--- config.mk ---
export PLATFORM = sky130hd
export DESIGN_NAME = axi_splt
export DESIGN_NICKNAME = d
export VERILOG_FILES = /design/src/hdl/axi_splt_pkg.sv /design/src/hdl/axi_splt_fanout.sv /design/src/hdl/axi_splt_resp_sel.sv /design/src/hdl/axi_splt.sv
export SDC_FILE = /design/constraint.sdc
export NUM_CORES = 1
export LEC_CHECK = 0
export BUFFER_PORTS_ARGS = -buffer_cell sky130_fd_sc_hd__buf_2
export CAP_MARGIN = 20
export CORE_AREA = 2 2 407 409
export DETAILED_ROUTE_END_ITERATION = 7
export DIE_AREA = 0 0 409 411
export PLACE_DENSITY = 0.3
export SYNTH_ARGS = -nofsm -noshare
export SYNTH_HDL_FRONTEND = slang
export SYNTH_HIERARCHICAL = 1
export SYNTH_SLANG_ARGS = --single-unit
--- constraint.sdc ---
create_clock -name vclk -period 1.15
set_input_delay 0.2875 -clock vclk [all_inputs]
set_output_delay 0.2875 -clock vclk [all_outputs]
set_load 0.05 [all_outputs]
--- src/hdl/axi_splt_pkg.sv ---
package axi_splt_pkg;

    // bus widths
    localparam int ADDR_W  = 64;
    localparam int DATA_W  = 64;
    localparam int STRB_W  = DATA_W / 8;
    localparam int ID_W    = 4;

    // fan-out size
    localparam int SPLT_NUM   = 2;
    localparam int SPLT_PTR_W = (SPLT_NUM > 1) ? $clog2(SPLT_NUM) : 1;

    // axi4 field widths
    localparam int LEN_W   = 8;
    localparam int SIZE_W  = 3;
    localparam int CACHE_W = 4;
    localparam int PROT_W  = 3;
    localparam int QOS_W   = 4;

    typedef enum logic [1:0] {
        AXI_BURST_FIXED = 2'b00,
        AXI_BURST_INCR  = 2'b01,
        AXI_BURST_WRAP  = 2'b10
    } axi_burst_e;

    typedef enum logic [1:0] {
        AXI_RESP_OKAY   = 2'b00,
        AXI_RESP_EXOKAY = 2'b01,
        AXI_RESP_SLVERR = 2'b10,
        AXI_RESP_DECERR = 2'b11
    } axi_resp_e;

    // one bit per slave port
    typedef logic [SPLT_NUM-1:0] splt_vec_t;

    // shared by aw and ar
    typedef struct packed {
        logic [ID_W-1:0]    id;
        logic [ADDR_W-1:0]  addr;
        logic [LEN_W-1:0]   len;
        logic [SIZE_W-1:0]  size;
        axi_burst_e         burst;
        logic [CACHE_W-1:0] cache;
        logic [PROT_W-1:0]  prot;
        logic [QOS_W-1:0]   qos;
    } axi_addr_t;

    typedef struct packed {
        logic [DATA_W-1:0] data;
        logic [STRB_W-1:0] strb;
        logic              last;
    } axi_wdata_t;

    typedef struct packed {
        logic [ID_W-1:0] id;
        axi_resp_e       resp;
    } axi_bresp_t;

    typedef struct packed {
        logic [ID_W-1:0]   id;
        logic [DATA_W-1:0] data;
        axi_resp_e         resp;
        logic              last;
    } axi_rdata_t;

endpackage

--- src/hdl/axi_splt_fanout.sv ---
module axi_splt_fanout #(
    parameter type payload_t = axi_splt_pkg::axi_addr_t
) (
    input  logic                  clk,
    input  logic                  arst_n,

    input  axi_splt_pkg::splt_vec_t sel,

    // master side
    input  logic                  m_valid,
    input  payload_t              m_payload,
    output logic                  m_ready,

    // slave side
    output axi_splt_pkg::splt_vec_t s_valid,
    output payload_t              s_payload [axi_splt_pkg::SPLT_NUM],
    input  axi_splt_pkg::splt_vec_t s_ready
);

    genvar i;

    // broadcast to every selected slave
    for (i = 0; i < axi_splt_pkg::SPLT_NUM; i++) begin : g_slave
        assign s_valid[i] = m_valid & sel[i];

        // payload held at zero while idle
        assign s_payload[i] = s_valid[i] ? m_payload : payload_t'('0);
    end

    // any selected slave ready lets the beat go
    assign m_ready = |(sel & s_ready);

    // a deselected port never sees a request, whatever the master does
    a_no_valid_unselected : assert property (
        @(posedge clk) disable iff (!arst_n)
        (s_valid & ~sel) == '0
    ) else $error("slave valid raised on a deselected port");

endmodule

--- src/hdl/axi_splt_resp_sel.sv ---
module axi_splt_resp_sel #(
    parameter type payload_t = axi_splt_pkg::axi_bresp_t
) (
    input  logic                  clk,
    input  logic                  arst_n,

    // slave side
    input  axi_splt_pkg::splt_vec_t s_valid,
    input  payload_t              s_payload [axi_splt_pkg::SPLT_NUM],
    output axi_splt_pkg::splt_vec_t s_ready,

    // master side
    output logic                  m_valid,
    output payload_t              m_payload,
    input  logic                  m_ready
);

    logic [axi_splt_pkg::SPLT_PTR_W-1:0] ptr;

    genvar i;

    // highest valid index wins, slave 0 when idle
    always_comb begin
        ptr = '0;
        for (int j = 0; j < axi_splt_pkg::SPLT_NUM; j++) begin
            if (s_valid[j]) begin
                ptr = axi_splt_pkg::SPLT_PTR_W'(j);
            end
        end
    end

    assign m_valid   = s_valid[ptr];
    assign m_payload = s_payload[ptr];

    // only the chosen slave gets the handshake
    for (i = 0; i < axi_splt_pkg::SPLT_NUM; i++) begin : g_ready
        assign s_ready[i] = (ptr == axi_splt_pkg::SPLT_PTR_W'(i)) & m_ready;
    end

    // no pending response is ever hidden from the master
    a_valid_is_or : assert property (
        @(posedge clk) disable iff (!arst_n)
        m_valid == (|s_valid)
    ) else $error("master valid differs from OR of slave valids");

    // a response can only complete on one slave per cycle
    a_ready_onehot : assert property (
        @(posedge clk) disable iff (!arst_n)
        $onehot0(s_ready)
    ) else $error("more than one slave ready asserted");

endmodule

--- src/hdl/axi_splt.sv ---
module axi_splt (
    input  logic                    clk,
    input  logic                    arst_n,

    // slave select for write and read
    input  axi_splt_pkg::splt_vec_t w_splt_indic,
    input  axi_splt_pkg::splt_vec_t r_splt_indic,

    // master write address
    input  axi_splt_pkg::axi_addr_t m_aw,
    input  logic                    m_aw_valid,
    output logic                    m_aw_ready,

    // master write data
    input  axi_splt_pkg::axi_wdata_t m_w,
    input  logic                    m_w_valid,
    output logic                    m_w_ready,

    // master write response
    output axi_splt_pkg::axi_bresp_t m_b,
    output logic                    m_b_valid,
    input  logic                    m_b_ready,

    // master read address
    input  axi_splt_pkg::axi_addr_t m_ar,
    input  logic                    m_ar_valid,
    output logic                    m_ar_ready,

    // master read data
    output axi_splt_pkg::axi_rdata_t m_r,
    output logic                    m_r_valid,
    input  logic                    m_r_ready,

    // slave write address
    output axi_splt_pkg::axi_addr_t s_aw [axi_splt_pkg::SPLT_NUM],
    output axi_splt_pkg::splt_vec_t s_aw_valid,
    input  axi_splt_pkg::splt_vec_t s_aw_ready,

    // slave write data
    output axi_splt_pkg::axi_wdata_t s_w [axi_splt_pkg::SPLT_NUM],
    output axi_splt_pkg::splt_vec_t s_w_valid,
    input  axi_splt_pkg::splt_vec_t s_w_ready,

    // slave write response
    input  axi_splt_pkg::axi_bresp_t s_b [axi_splt_pkg::SPLT_NUM],
    input  axi_splt_pkg::splt_vec_t s_b_valid,
    output axi_splt_pkg::splt_vec_t s_b_ready,

    // slave read address
    output axi_splt_pkg::axi_addr_t s_ar [axi_splt_pkg::SPLT_NUM],
    output axi_splt_pkg::splt_vec_t s_ar_valid,
    input  axi_splt_pkg::splt_vec_t s_ar_ready,

    // slave read data
    input  axi_splt_pkg::axi_rdata_t s_r [axi_splt_pkg::SPLT_NUM],
    input  axi_splt_pkg::splt_vec_t s_r_valid,
    output axi_splt_pkg::splt_vec_t s_r_ready
);

    // aw and w share the write select
    axi_splt_fanout #(
        .payload_t (axi_splt_pkg::axi_addr_t)
    ) aw_fanout_i (
        .clk       (clk),
        .arst_n    (arst_n),
        .sel       (w_splt_indic),
        .m_valid   (m_aw_valid),
        .m_payload (m_aw),
        .m_ready   (m_aw_ready),
        .s_valid   (s_aw_valid),
        .s_payload (s_aw),
        .s_ready   (s_aw_ready)
    );

    axi_splt_fanout #(
        .payload_t (axi_splt_pkg::axi_wdata_t)
    ) w_fanout_i (
        .clk       (clk),
        .arst_n    (arst_n),
        .sel       (w_splt_indic),
        .m_valid   (m_w_valid),
        .m_payload (m_w),
        .m_ready   (m_w_ready),
        .s_valid   (s_w_valid),
        .s_payload (s_w),
        .s_ready   (s_w_ready)
    );

    axi_splt_fanout #(
        .payload_t (axi_splt_pkg::axi_addr_t)
    ) ar_fanout_i (
        .clk       (clk),
        .arst_n    (arst_n),
        .sel       (r_splt_indic),
        .m_valid   (m_ar_valid),
        .m_payload (m_ar),
        .m_ready   (m_ar_ready),
        .s_valid   (s_ar_valid),
        .s_payload (s_ar),
        .s_ready   (s_ar_ready)
    );

    // responses merge back by fixed priority
    axi_splt_resp_sel #(
        .payload_t (axi_splt_pkg::axi_bresp_t)
    ) b_sel_i (
        .clk       (clk),
        .arst_n    (arst_n),
        .s_valid   (s_b_valid),
        .s_payload (s_b),
        .s_ready   (s_b_ready),
        .m_valid   (m_b_valid),
        .m_payload (m_b),
        .m_ready   (m_b_ready)
    );

    axi_splt_resp_sel #(
        .payload_t (axi_splt_pkg::axi_rdata_t)
    ) r_sel_i (
        .clk       (clk),
        .arst_n    (arst_n),
        .s_valid   (s_r_valid),
        .s_payload (s_r),
        .s_ready   (s_r_ready),
        .m_valid   (m_r_valid),
        .m_payload (m_r),
        .m_ready   (m_r_ready)
    );

endmodule

# [Word level (Yosys, flattened, before mapping)]
# Cells that the tools add are included.
[totals] in_bits=432 memories=0 mem_bits_rw=0 latch_bits=0 mem_bits_ro=0 reg_bits=0 out_inout_bits=606
[op_classes] order_cmp=4 mux=18 add_sub_neg=0 n_shift=0 div=0 n_bitwise=17 multipliers=0 eq_ne=0 n_reduce_logical=3
[op_table] operator="2-to-1 mux 92 bit" count=4
[op_table] operator="2-to-1 mux 71 bit" count=3
[op_table] operator="2-to-1 mux 73 bit" count=2
[op_table] operator="2-to-1 mux 6 bit" count=3
[op_table] operator="AND 1 bit" count=10
[op_table] operator="AND 2 bit" count=3
[op_table] operator="2-to-1 mux 1 bit" count=6
[op_table] operator="OR reduction 2 bit" count=3
[op_table] operator="greater-or-equal comparator 2 bit, second input constant" count=2
[op_table] operator="< comparator 1 x 2 -> 1 bit, second input constant" count=2
[op_table] operator="NOT 1 -> 2 bit" count=2
[op_table] operator="NOT 1 bit" count=2

# [Longest topological paths before layout]
# Gate-level depths: netlist (run 1).
[logic_depth] ltp_word=5 mapped_depth=3

# [By module]
# The synthesis (run 1) kept the hierarchy.
[modules_own_cells] module="axi_splt_fanout (ar_fanout_i ...)" area_each_um2=1427.6 instances=2 cells_each=227
[modules_own_cells] module="axi_splt_fanout (w_fanout_i)" area_each_um2=1139.8 instances=1 cells_each=181
[modules_own_cells] module="axi_splt_resp_sel (r_sel_i)" area_each_um2=1116.1 instances=1 cells_each=82
[modules_own_cells] module="axi_splt_resp_sel (b_sel_i)" area_each_um2=123.9 instances=1 cells_each=10

# [Worst setup path after synthesis (run 1)]
# No wires, ideal clock.
[synth_path] path_type="in2out" startpoint="input port s_r_valid[1]" endpoint="output port s_r_ready[0]" path_buffers=2 slack_ns=-0.398 arrival_ns=1.260 cell_stages=3 path_cell_list="buf_6 -> buf_6 -> nor2b_1"
[synth_via] elab_chain_cells=3
[synth_lines] element="start, declared" line="axi_splt.sv:56" source="input axi_splt_pkg::splt_vec_t s_r_valid,"
[synth_lines] element="2-to-1 mux 1 bit" line="axi_splt_resp_sel.sv:26" source="if (s_valid[j]) begin"
[synth_lines] element="NOT 1 bit" line="axi_splt_resp_sel.sv:37" source="assign s_ready[i] = (ptr == axi_splt_pkg::SPLT_PTR_W'(i)) & m_ready;"
[synth_lines] element="AND 1 bit" line="axi_splt_resp_sel.sv:37"
[synth_lines] element="end, declared" line="axi_splt.sv:57" source="output axi_splt_pkg::splt_vec_t s_r_ready"
# Every way passes these cells.

==> impl_metrics.sql, run 1 <==
INSERT INTO impl_metrics (metric_group, metric, value, unit) VALUES
('power_and_ir_drop', 'pwr-share-seq', '0', '%'),
('sta', 'fin_tns_setup', '-86590', 'ps'),
('sta', 'hold_viol', '0', ''),
('critical_path', 'crit_path_end_kind', 'primary output', ''),
('logic_synthesis', 'syn_inst', '727', ''),
('run_status', 'status', 'finished, violations left', ''),
('sta', 'max_clock_freq', '706', 'MHz'),
('floorplan', 'std_cell_rows', '149', ''),
('grt', 'initial_antenna_violation_count', '36', ''),
('detailed_routing', 'drt_iter0_markers', '556', ''),
('detailed_routing', 'remaining_drc_errors', '0', ''),
('finish', 'flow.area_growth_from_synthesis', '395', '%'),
('logic_synthesis', 'synthMostInstantiatedCell', 'and3_1', ''),
('critical_path', 'required', '860', 'ps'),
('detailed_routing', 'route.antenna.remaining_nets', '0', ''),
('placement', 'globalplace.congestion', '0.825', ''),
('job', 'timing.max_cap.violations', '0', ''),
('run_status', 'failed_checks', 'negative setup slack', ''),
('finish', 'multi_input_area', '0.00702', 'mm²'),
('logic_synthesis', 'synth_top_area_share', '52.2', '%'),
('critical_path', 'crit_type', 'input pin to primary output', ''),
('placement', 'place_hpwl', '64500', 'µm'),
('sta', 'fin_crit_sh', '123', '%'),
('sta', 'timing.final.crit_period', '1420', 'ps'),
('sta', 'report.final.setup_viol', '596', ''),
('sta', 'timing_worst_slew_pin_value', '269', 'ps'),
('worst_hold_path', 'min-delay-path-class', 'input pin to primary output', ''),
('grt', 'vias_in_the_first_global_route', '12141', ''),
('detailed_routing', 'num_vias', '11553', ''),
('critical_path', 'setup.worst_path.start', 'm_w_valid', ''),
('power_and_ir_drop', 'power.density_cell_area', '485', 'mW/mm²'),
('grt', 'grt_pass1_wl', '116000', 'µm'),
('floorplan', 'fp.dieArea', '0.168', 'mm²'),
('grt', 'grt_start_max_net_pins', '35', ''),
('logic_synthesis', 'synth_top_cells_by_area', 'and3_1 52%, mux2_4 18%, and3_2 11%', ''),
('detailed_routing', 'route.detailed.wl_per_inst', '22.2', 'µm'),
('finish', 'clockBufferCount', '0', ''),
('sta', 'slew-limit-headroom', '82.2', '%'),
('detailed_routing', 'drt_wl_total', '90000', 'µm'),
('floorplan', 'boundaryPins', '1038', ''),
('detailed_routing', 'viasPerCell', '2.84', ''),
('sta', 'final.setup.worst_slack', '-265', 'ps'),
('logic_synthesis', 'synthesis.area', '0.00524', 'mm²'),
('finish', 'layout.core_utilization', '15.8', '%'),
('logic_synthesis', 'yosys_warnings', '6', ''),
('power_and_ir_drop', 'power_leakage', '11.2', 'nW'),
('logic_synthesis', 'seq_area_frac_synth', '0', '%'),
('power_and_ir_drop', 'ir_drop', '0.228', 'mV'),
('critical_path', 'peak_fanout_along_the_critical_path', '6', ''),
('logic_synthesis', 'net_count_of_the_mapped_netlist', '1159', ''),
('critical_path', 'timing.critical_path.from_type', 'input pin', ''),
('grt', 'grt.overflow.total', '0', ''),
('logic_synthesis', 'yosys.cell_types.count', '17', ''),
('finish', 'layout_cell_share_with_drive_strength_beyond_1', '99.9', '%'),
('placement', 'buffer_ports.inserted', '1036', ''),
('detailed_routing', 'detail_route.first_pass.iterations', '5', ''),
('logic_synthesis', 'biggest_area_consumer_among_synthesized_cells', 'and3_1', ''),
('finish', 'nFlopsAndLatches', '0', ''),
('floorplan', 'die_h', '411', 'µm'),
('sta', 'number_of_pins_exceeding_their_max_slew_limit_in_the_final_report', '0', ''),
('floorplan', 'die_width', '409', 'µm'),
('logic_synthesis', 'avgSynthCellArea', '7.20', 'µm²'),
('floorplan', 'placeableCoreArea', '0.164', 'mm²'),
('power_and_ir_drop', 'cellInternalPower', '0.00589', 'W'),
('power_and_ir_drop', 'p_switching', '0.00667', 'W'),
('power_and_ir_drop', 'switching_share', '53.1', '%'),
('critical_path', 'cp.arrival', '1130', 'ps'),
('sta', 'unrepaired_setup_endpoints_after_global_routing', 'yes', ''),
('finish', 'sequential_cell_area', '0', 'µm²'),
('floorplan', 'starting_density', '3.19', '%'),
('logic_synthesis', 'most_used_standard_cells_in_the_synthesized_netlist', '437 x and3_1, 77 x and3_2, 63 x mux2_4', ''),
('finish', 'design.final.nets', '2301', ''),
('power_and_ir_drop', 'clockPowerShare', '0', '%'),
('power_and_ir_drop', 'combinationalPowerShare', '100.0', '%'),
('critical_path', 'worstSetupEndpoint', 's_w[23]', ''),
('grt', 'track_usage', '10.0', '%'),
('finish', 'filler_cell_count', '18131', '');
cell usage in the layout, fill, tap and decap left out, types with 5 or more instances in the layout:
master,n
buf_12,172
and3_4,493
buf_6,118
buf_2,424
buf_8,451
and3_2,21
and2_4,5
buf_16,84
mux2_4,77
buf_4,9
diode_2,8
critical path: stages:
cell	delay (ps)
buf_16	150
buf_12	170
clkbuf_16	160
and3_4	180
buf_8	140
power by group through the flow:
stage	Clock [W]	Combinational, W	Sequential (W)
floorplan	0	0.00559	0
global placement	0	0.00878	0
detailed placement	0	0.00875	0
CTS	0	0.0128	0
global route	0.000000000673	0.0129	0
finish	0.000000000887	0.0126	0
how the worst min path moves through the flow:
| stage | startpoint | end | depth (start not counted) |
|---|---|---|---|
| 2_1_floorplan | m_r_ready | s_r_ready[0] | 1 |
| 3_3_place_gp | s_r_valid[0] | m_r_valid | 3 |
| 3_5_place_dp | s_r_valid[0] | m_r_valid | 3 |
| 4_1_cts | s_r[0] | m_r[0] | 3 |
| 5_1_grt | s_ar_ready[0] | m_ar_ready | 3 |
| 6_report | s_r[0] | m_r[0] | 3 |
metrics by stage:
stage                     area, µm²  hold slack, ps  total power (W)  std cells  worst slack [ps]
after floorplan                7400             732          0.00559        727             -79.4
after global placement        16900             947          0.00878       3913              -484
after detailed placement      16900             934          0.00875       3913              -492
after CTS                     26300             923           0.0128       4087              -271
after global routing          25900             930           0.0129       4062              -268
final                         25900             925           0.0126       4064              -265
layout make-up:
cell class,instances,area share (%)
antenna,8,0.0773
multi-input combinational,606,27.1
tap,2189,10.6
timing repair buffer,1261,62.2
kinds of logic after synthesis:
group                  after synthesis  share of synthesized area [%]
and+or+nand+nor                    526                           64.8
buffers and inverters              121                           13.6
muxes                               77                           21.1
AOI/OAI and AO/OA                    3                          0.502
layer usage:
layer  vias to the layer above  share of wire [%]  GRT usage, %
met5                         -              0.061             0
met4                         8                1.4         0.916
met3                        68                7.9          2.55
met2                       659                 48          16.8
met1                      5764                 43          13.3
li1                       5054                  -             -
timing repair:
item                       4_1_cts  5_1_grt
pin swaps                      194      151
cloned                         107        3
gates resized for setup       1717      179
hold endpoints to repair         0        0
setup endpoints to repair      606      597
setup buffers                   67       22
hold buffers                     0        0
Power figures use the tool's default switching activity.
==> inputs of run 2 (changes only) <==
Settings changed: PLACE_DENSITY 0.3 to unset, PLACE_DENSITY_LB_ADDON set to 0.12.
==> run 2 against run 1 <==
The flow still finishes with violations (negative setup slack). Maximum frequency rose by 1.1%. Global-route usage fell by 1.7 points. Largest power group unchanged. Worst setup slack improved by 16 ps. Die area did not move.
==> impl_metrics.sql, run 2 (synthesis gave the netlist of run 1 again) <==
INSERT INTO impl_metrics (metric_group, metric, value, unit) VALUES
('detailed_routing', 'route.detailed.wl_per_inst', '21.9', 'µm'),
('finish', 'clockBufferCount', '0', ''),
('sta', 'final.setup.worst_slack', '-250', 'ps'),
('critical_path', 'cp.arrival', '1110', 'ps'),
('finish', 'flow.area_growth_from_synthesis', '370', '%'),
('sta', 'fin_crit_sh', '122', '%'),
('power_and_ir_drop', 'power.density_cell_area', '484', 'mW/mm²'),
('floorplan', 'die_width', '409', 'µm'),
('sta', 'slew-limit-headroom', '82.4', '%'),
('grt', 'initial_antenna_violation_count', '30', ''),
('placement', 'place_hpwl', '65300', 'µm'),
('finish', 'mostFrequentLayoutCell', 'buf_2', ''),
('clock_network', 'post_cts_hold_buffer_count', '0', ''),
('critical_path', 'crit_type', 'input pin to primary output', ''),
('run_status', 'status', 'finished, violations left', ''),
('worst_hold_path', 'min-delay-path-class', 'input pin to primary output', ''),
('sta', 'max_clock_freq', '715', 'MHz'),
('critical_path', 'required', '860', 'ps'),
('finish', 'stdcell_count', '4030', ''),
('floorplan', 'placeableCoreArea', '0.164', 'mm²'),
('grt', 'vias_in_the_first_global_route', '10264', ''),
('finish', 'sequential_cell_area', '0', 'µm²'),
('finish', 'layout_cell_share_with_drive_strength_beyond_1', '99.9', '%'),
('grt', 'track_usage', '8.33', '%'),
('critical_path', 'peak_fanout_along_the_critical_path', '6', ''),
('finish', 'design.final.nets', '2263', ''),
('critical_path', 'critPathSlowestCell', 'a22o_4', ''),
('power_and_ir_drop', 'ir_drop', '0.230', 'mV'),
('sta', 'timing.final.crit_period', '1400', 'ps'),
('detailed_routing', 'viasPerCell', '2.72', ''),
('detailed_routing', 'drt_iter0_markers', '346', ''),
('floorplan', 'fp.dieArea', '0.168', 'mm²'),
('sta', 'timing_worst_slew_pin_value', '265', 'ps'),
('grt', 'grt.overflow.total', '0', ''),
('critical_path', 'crit_path_end_kind', 'primary output', ''),
('detailed_routing', 'route.antenna.remaining_nets', '0', ''),
('grt', 'grt_pass1_wl', '96900', 'µm'),
('critical_path', 'worst_path_largest_cell_delay', '250', 'ps'),
('placement', 'place_inst', '3905', ''),
('floorplan', 'starting_density', '3.19', '%'),
('floorplan', 'boundaryPins', '1038', ''),
('detailed_routing', 'remaining_drc_errors', '0', ''),
('detailed_routing', 'drt_wl_total', '88400', 'µm'),
('sta', 'report.final.setup_viol', '606', ''),
('sta', 'fin_hold_ws', '909', 'ps'),
('job', 'timing.max_cap.violations', '0', ''),
('finish', 'nFlopsAndLatches', '0', ''),
('sta', 'number_of_pins_exceeding_their_max_slew_limit_in_the_final_report', '0', ''),
('floorplan', 'die_h', '411', 'µm'),
('grt', 'grt_start_max_net_pins', '48', ''),
('placement', 'globalplace.congestion', '0.789', ''),
('floorplan', 'std_cell_rows', '149', ''),
('detailed_routing', 'detail_route.first_pass.iterations', '4', ''),
('sta', 'hold_viol', '0', ''),
('run_status', 'failed_checks', 'negative setup slack', ''),
('critical_path', 'path_cells', 'buf_12 > buf_16 > buf_16 > a22o_4 > buf_8', ''),
('detailed_routing', 'num_vias', '10977', ''),
('critical_path', 'timing.critical_path.from_type', 'input pin', ''),
('placement', 'buffer_ports.inserted', '1036', ''),
('power_and_ir_drop', 'power_leakage', '10.9', 'nW'),
('sta', 'fin_tns_setup', '-89190', 'ps'),
('critical_path', 'cpMostUsedCell', 'buf_16', ''),
('sta', 'unrepaired_setup_endpoints_after_global_routing', 'yes', ''),
('finish', 'layout_common_cells', '432 x buf_2, 416 x and3_4, 245 x buf_8', '');
## run 2: cell types whose count changed in the layout (fill, tap and decap cells not counted), sizes merged
| cell | change |
|---|---|
| buf | -105 |
| clkbuf | +67 |
| diode | +4 |
## run 2: worst max-delay path, delay by kind of cell
family / cells / cell delay [ps]
buffers and inverters: 4 / 570
AOI/OAI and AO/OA: 1 / 250
## run 2: final timing paths
path / startpoint / endpoint / depth (start not counted)
hold / removal: s_ar_ready[1] / m_ar_ready / 3
setup / recovery: r_splt_indic[0] / m_ar_ready / 5
## run 2: repair_timing
item,4_1_cts,5_1_grt
gates cloned,14,94
endpoints found under the setup margin,606,606
gates resized for setup,679,565
endpoints found under the hold margin,0,0
pin swaps,11,119
setup buffers,5,2
## run 2: cell type report
| cell class | instances | area (µm²) |
|---|---|---|
| Antenna cell | 12 | 30.0 |
| Fill cell | 18457 | 139000 |
| Multi-Input combinational cell | 606 | 6730 |
| Tap cell | 2189 | 2740 |
| Timing Repair Buffer | 1223 | 15100 |
## run 2: per-stage QoR
step	setup slack [ps]	utilization [%]	instance area, µm²	total power, W
6_report	-250	15.0	24600	0.0119
3_3_place_gp	-523	11.0	18000	0.00930
2_1_floorplan	-79.4	-	7400	0.00559
5_1_grt	-262	15.0	24600	0.0123
3_5_place_dp	-535	11.0	18000	0.00923
4_1_cts	-265	12.5	20500	0.0104
## run 2: power by group
part	leakage, nW	internal, W	switching [W]	total (W)
registers	0	0	0	0
logic	10.9	0.00546	0.00647	0.0119
clock network	0.0000761	0.000000000994	0	0.000000000994
total	10.9	0.00546	0.00647	0.0119
## run 2: routing by layer
metal,wire [µm],track usage [%]
met2,45100,15.6
met4,680,0.464
met3,5440,1.80
met1,37100,10.0
met5,69,0
==> inputs of run 3 (changes only) <==
Settings changed: TNS_END_PERCENT set to 30.
==> run 3 against run 2 <==
The flow still finishes with violations (negative setup slack). First-iteration DRC count fell by 28%. Global-route usage rose by 0.33 points. Critical path depth rose by 1. Utilization fell by 0.95 points. Combinational power fell by 5%. Maximum frequency fell by 3.2%. Hold slack got worse by 18 ps. Die area did not move. Worst setup slack got worse by 46 ps. Non-clock buffer count fell by 14. Count of clock-buffer cells in the layout did not move. Cell count fell by 0.57%.
==> impl_metrics.sql, run 3 (synthesis gave the netlist of run 1 again) <==
INSERT INTO impl_metrics (metric_group, metric, value, unit) VALUES
('sta', 'fin_tns_setup', '-112500', 'ps'),
('critical_path', 'path_buf_inv', '5', ''),
('sta', 'timing.final.crit_period', '1450', 'ps'),
('detailed_routing', 'route.detailed.wl_per_inst', '20.9', 'µm'),
('sta', 'number_of_pins_exceeding_their_max_slew_limit_in_the_final_report', '0', ''),
('detailed_routing', 'route.antenna.remaining_nets', '0', ''),
('placement', 'place_hpwl', '63600', 'µm'),
('critical_path', 'critPathSlowestCell', 'buf_12', ''),
('critical_path', 'required', '860', 'ps'),
('power_and_ir_drop', 'power_leakage', '10.7', 'nW'),
('finish', 'clockBufferCount', '0', ''),
('floorplan', 'fp.dieArea', '0.168', 'mm²'),
('grt', 'track_usage', '8.66', '%'),
('critical_path', 'timing.critical_path.from_type', 'input pin', ''),
('worst_hold_path', 'min_path_cells', '3', ''),
('sta', 'final.setup.worst_slack', '-296', 'ps'),
('power_and_ir_drop', 'clockPowerShare', '0', '%'),
('power_and_ir_drop', 'power.density_cell_area', '491', 'mW/mm²'),
('finish', 'layout_cell_share_with_drive_strength_beyond_1', '93.9', '%'),
('grt', 'grt_start_max_net_pins', '41', ''),
('detailed_routing', 'drt_iter0_markers', '250', ''),
('finish', 'layout_common_cells', '463 x buf_2, 297 x and3_4, 210 x buf_12', ''),
('critical_path', 'crit_path_end_kind', 'primary output', ''),
('grt', 'vias_in_the_first_global_route', '10867', ''),
('detailed_routing', 'remaining_drc_errors', '0', ''),
('critical_path', 'peak_fanout_along_the_critical_path', '7', ''),
('floorplan', 'starting_density', '3.19', '%'),
('power_and_ir_drop', 'switching_share', '55.4', '%'),
('critical_path', 'worst_path_largest_cell_delay', '160', 'ps'),
('detailed_routing', 'drt_wl_total', '83900', 'µm'),
('finish', 'mostFrequentLayoutCell', 'buf_2', ''),
('finish', 'flow.area_growth_from_synthesis', '340', '%'),
('power_and_ir_drop', 'cellInternalPower', '0.00505', 'W'),
('worst_hold_path', 'min_delay_worst_endpoint', 'm_r_valid', ''),
('job', 'timing.max_cap.violations', '0', ''),
('run_status', 'status', 'finished, violations left', ''),
('worst_hold_path', 'min-delay-path-class', 'input pin to primary output', ''),
('placement', 'buffer_ports.inserted', '1036', ''),
('sta', 'fin_crit_sh', '126', '%'),
('floorplan', 'std_cell_rows', '149', ''),
('power_and_ir_drop', 'combinationalPowerShare', '100.0', '%'),
('critical_path', 'cpMostUsedCell', 'buf_12', ''),
('clock_network', 'post_cts_hold_buffer_count', '0', ''),
('grt', 'initial_antenna_violation_count', '11', ''),
('finish', 'layout.core_utilization', '14.1', '%'),
('sta', 'timing_worst_slew_pin_value', '270', 'ps'),
('finish', 'nFlopsAndLatches', '0', ''),
('power_and_ir_drop', 'ir_drop', '0.288', 'mV'),
('floorplan', 'placeableCoreArea', '0.164', 'mm²'),
('floorplan', 'boundaryPins', '1038', ''),
('sta', 'unrepaired_setup_endpoints_after_global_routing', 'yes', ''),
('sta', 'hold_viol', '0', ''),
('finish', 'filler_cell_count', '18546', ''),
('critical_path', 'cp_top_family', 'buffers and inverters', ''),
('grt', 'grt_pass1_wl', '101000', 'µm'),
('detailed_routing', 'num_vias', '10684', ''),
('floorplan', 'die_h', '411', 'µm'),
('detailed_routing', 'viasPerCell', '2.67', ''),
('finish', 'sequential_cell_area', '0', 'µm²'),
('sta', 'report.final.setup_viol', '606', ''),
('critical_path', 'path_cells', 'buf_12 > buf_12 > buf_12 > buf_12 > and3_4 > buf_12', ''),
('critical_path', 'crit_type', 'input pin to primary output', ''),
('critical_path', 'cp.arrival', '1160', 'ps'),
('finish', 'multi_input_area', '0.00612', 'mm²'),
('sta', 'slew-limit-headroom', '82.2', '%'),
('detailed_routing', 'detail_route.first_pass.iterations', '4', ''),
('placement', 'globalplace.congestion', '0.770', ''),
('run_status', 'failed_checks', 'negative setup slack', ''),
('sta', 'fin_hold_ws', '890', 'ps'),
('floorplan', 'die_width', '409', 'µm'),
('finish', 'design.final.nets', '2249', ''),
('sta', 'max_clock_freq', '692', 'MHz'),
('power_and_ir_drop', 'p_switching', '0.00626', 'W'),
('grt', 'grt.overflow.total', '0', ''),
('power_and_ir_drop', 'pwr-share-seq', '0', '%'),
('worst_hold_path', 'worst_hold_startpoint', 's_r_valid[0]', '');
[run 3: worst max-delay path by stage]
stage / from / to / slack [ps] / cells after the start
3_5_place_dp: s_r_valid[1] / m_r[6] / -540 / 4
6_report: r_splt_indic[0] / s_ar[149] / -300 / 6
5_1_grt: m_aw_valid / s_aw[33] / -320 / 5
4_1_cts: m_aw_valid / s_aw[65] / -310 / 5
3_3_place_gp: s_r_valid[1] / m_r[6] / -540 / 4
2_1_floorplan: m_w_valid / s_w[63] / -130 / 3
[run 3: what timing repair did]
action	CTS	global route
buffers inserted	14	9
gates cloned	39	35
gates resized for setup	735	545
pin swaps	31	28
setup endpoints to repair	606	606
[run 3: worst min-delay path: cells and delay by family]
family                 cells  cell delay (ps)
buffers and inverters      2              220
and+or+nand+nor            1               90
[run 3: power groups by stage]
stage	logic, W	clock network [W]	registers, W
2_1_floorplan	0.00523	0	0
3_3_place_gp	0.00894	0	0
3_5_place_dp	0.00887	0	0
4_1_cts	0.0105	0	0
5_1_grt	0.0117	0.000000000233	0
6_report	0.0113	0.000000000322	0
[run 3: area by class of cell]
cell class         instances  area share [%]
repair buffers          1209            61.6
diodes                     3          0.0326
multi-input cells        606            26.5
well taps               2189            11.9
[run 3: layer usage]
metal  global-route usage [%]  wire (µm)
met5                        0          0
met4                     1.15       1350
met3                     1.14       3520
met2                     18.1      48500
met1                     9.18      30500
[run 3: per-stage QoR]
step           power, W  instance area, µm²  setup WS (ps)  std cells
2_1_floorplan   0.00523                6330           -130        727
3_3_place_gp    0.00894               17000           -537       3913
3_5_place_dp    0.00887               17000           -538       3913
4_1_cts          0.0105               20600           -315       3966
5_1_grt          0.0117               23000           -316       4006
6_report         0.0113               23100           -296       4007
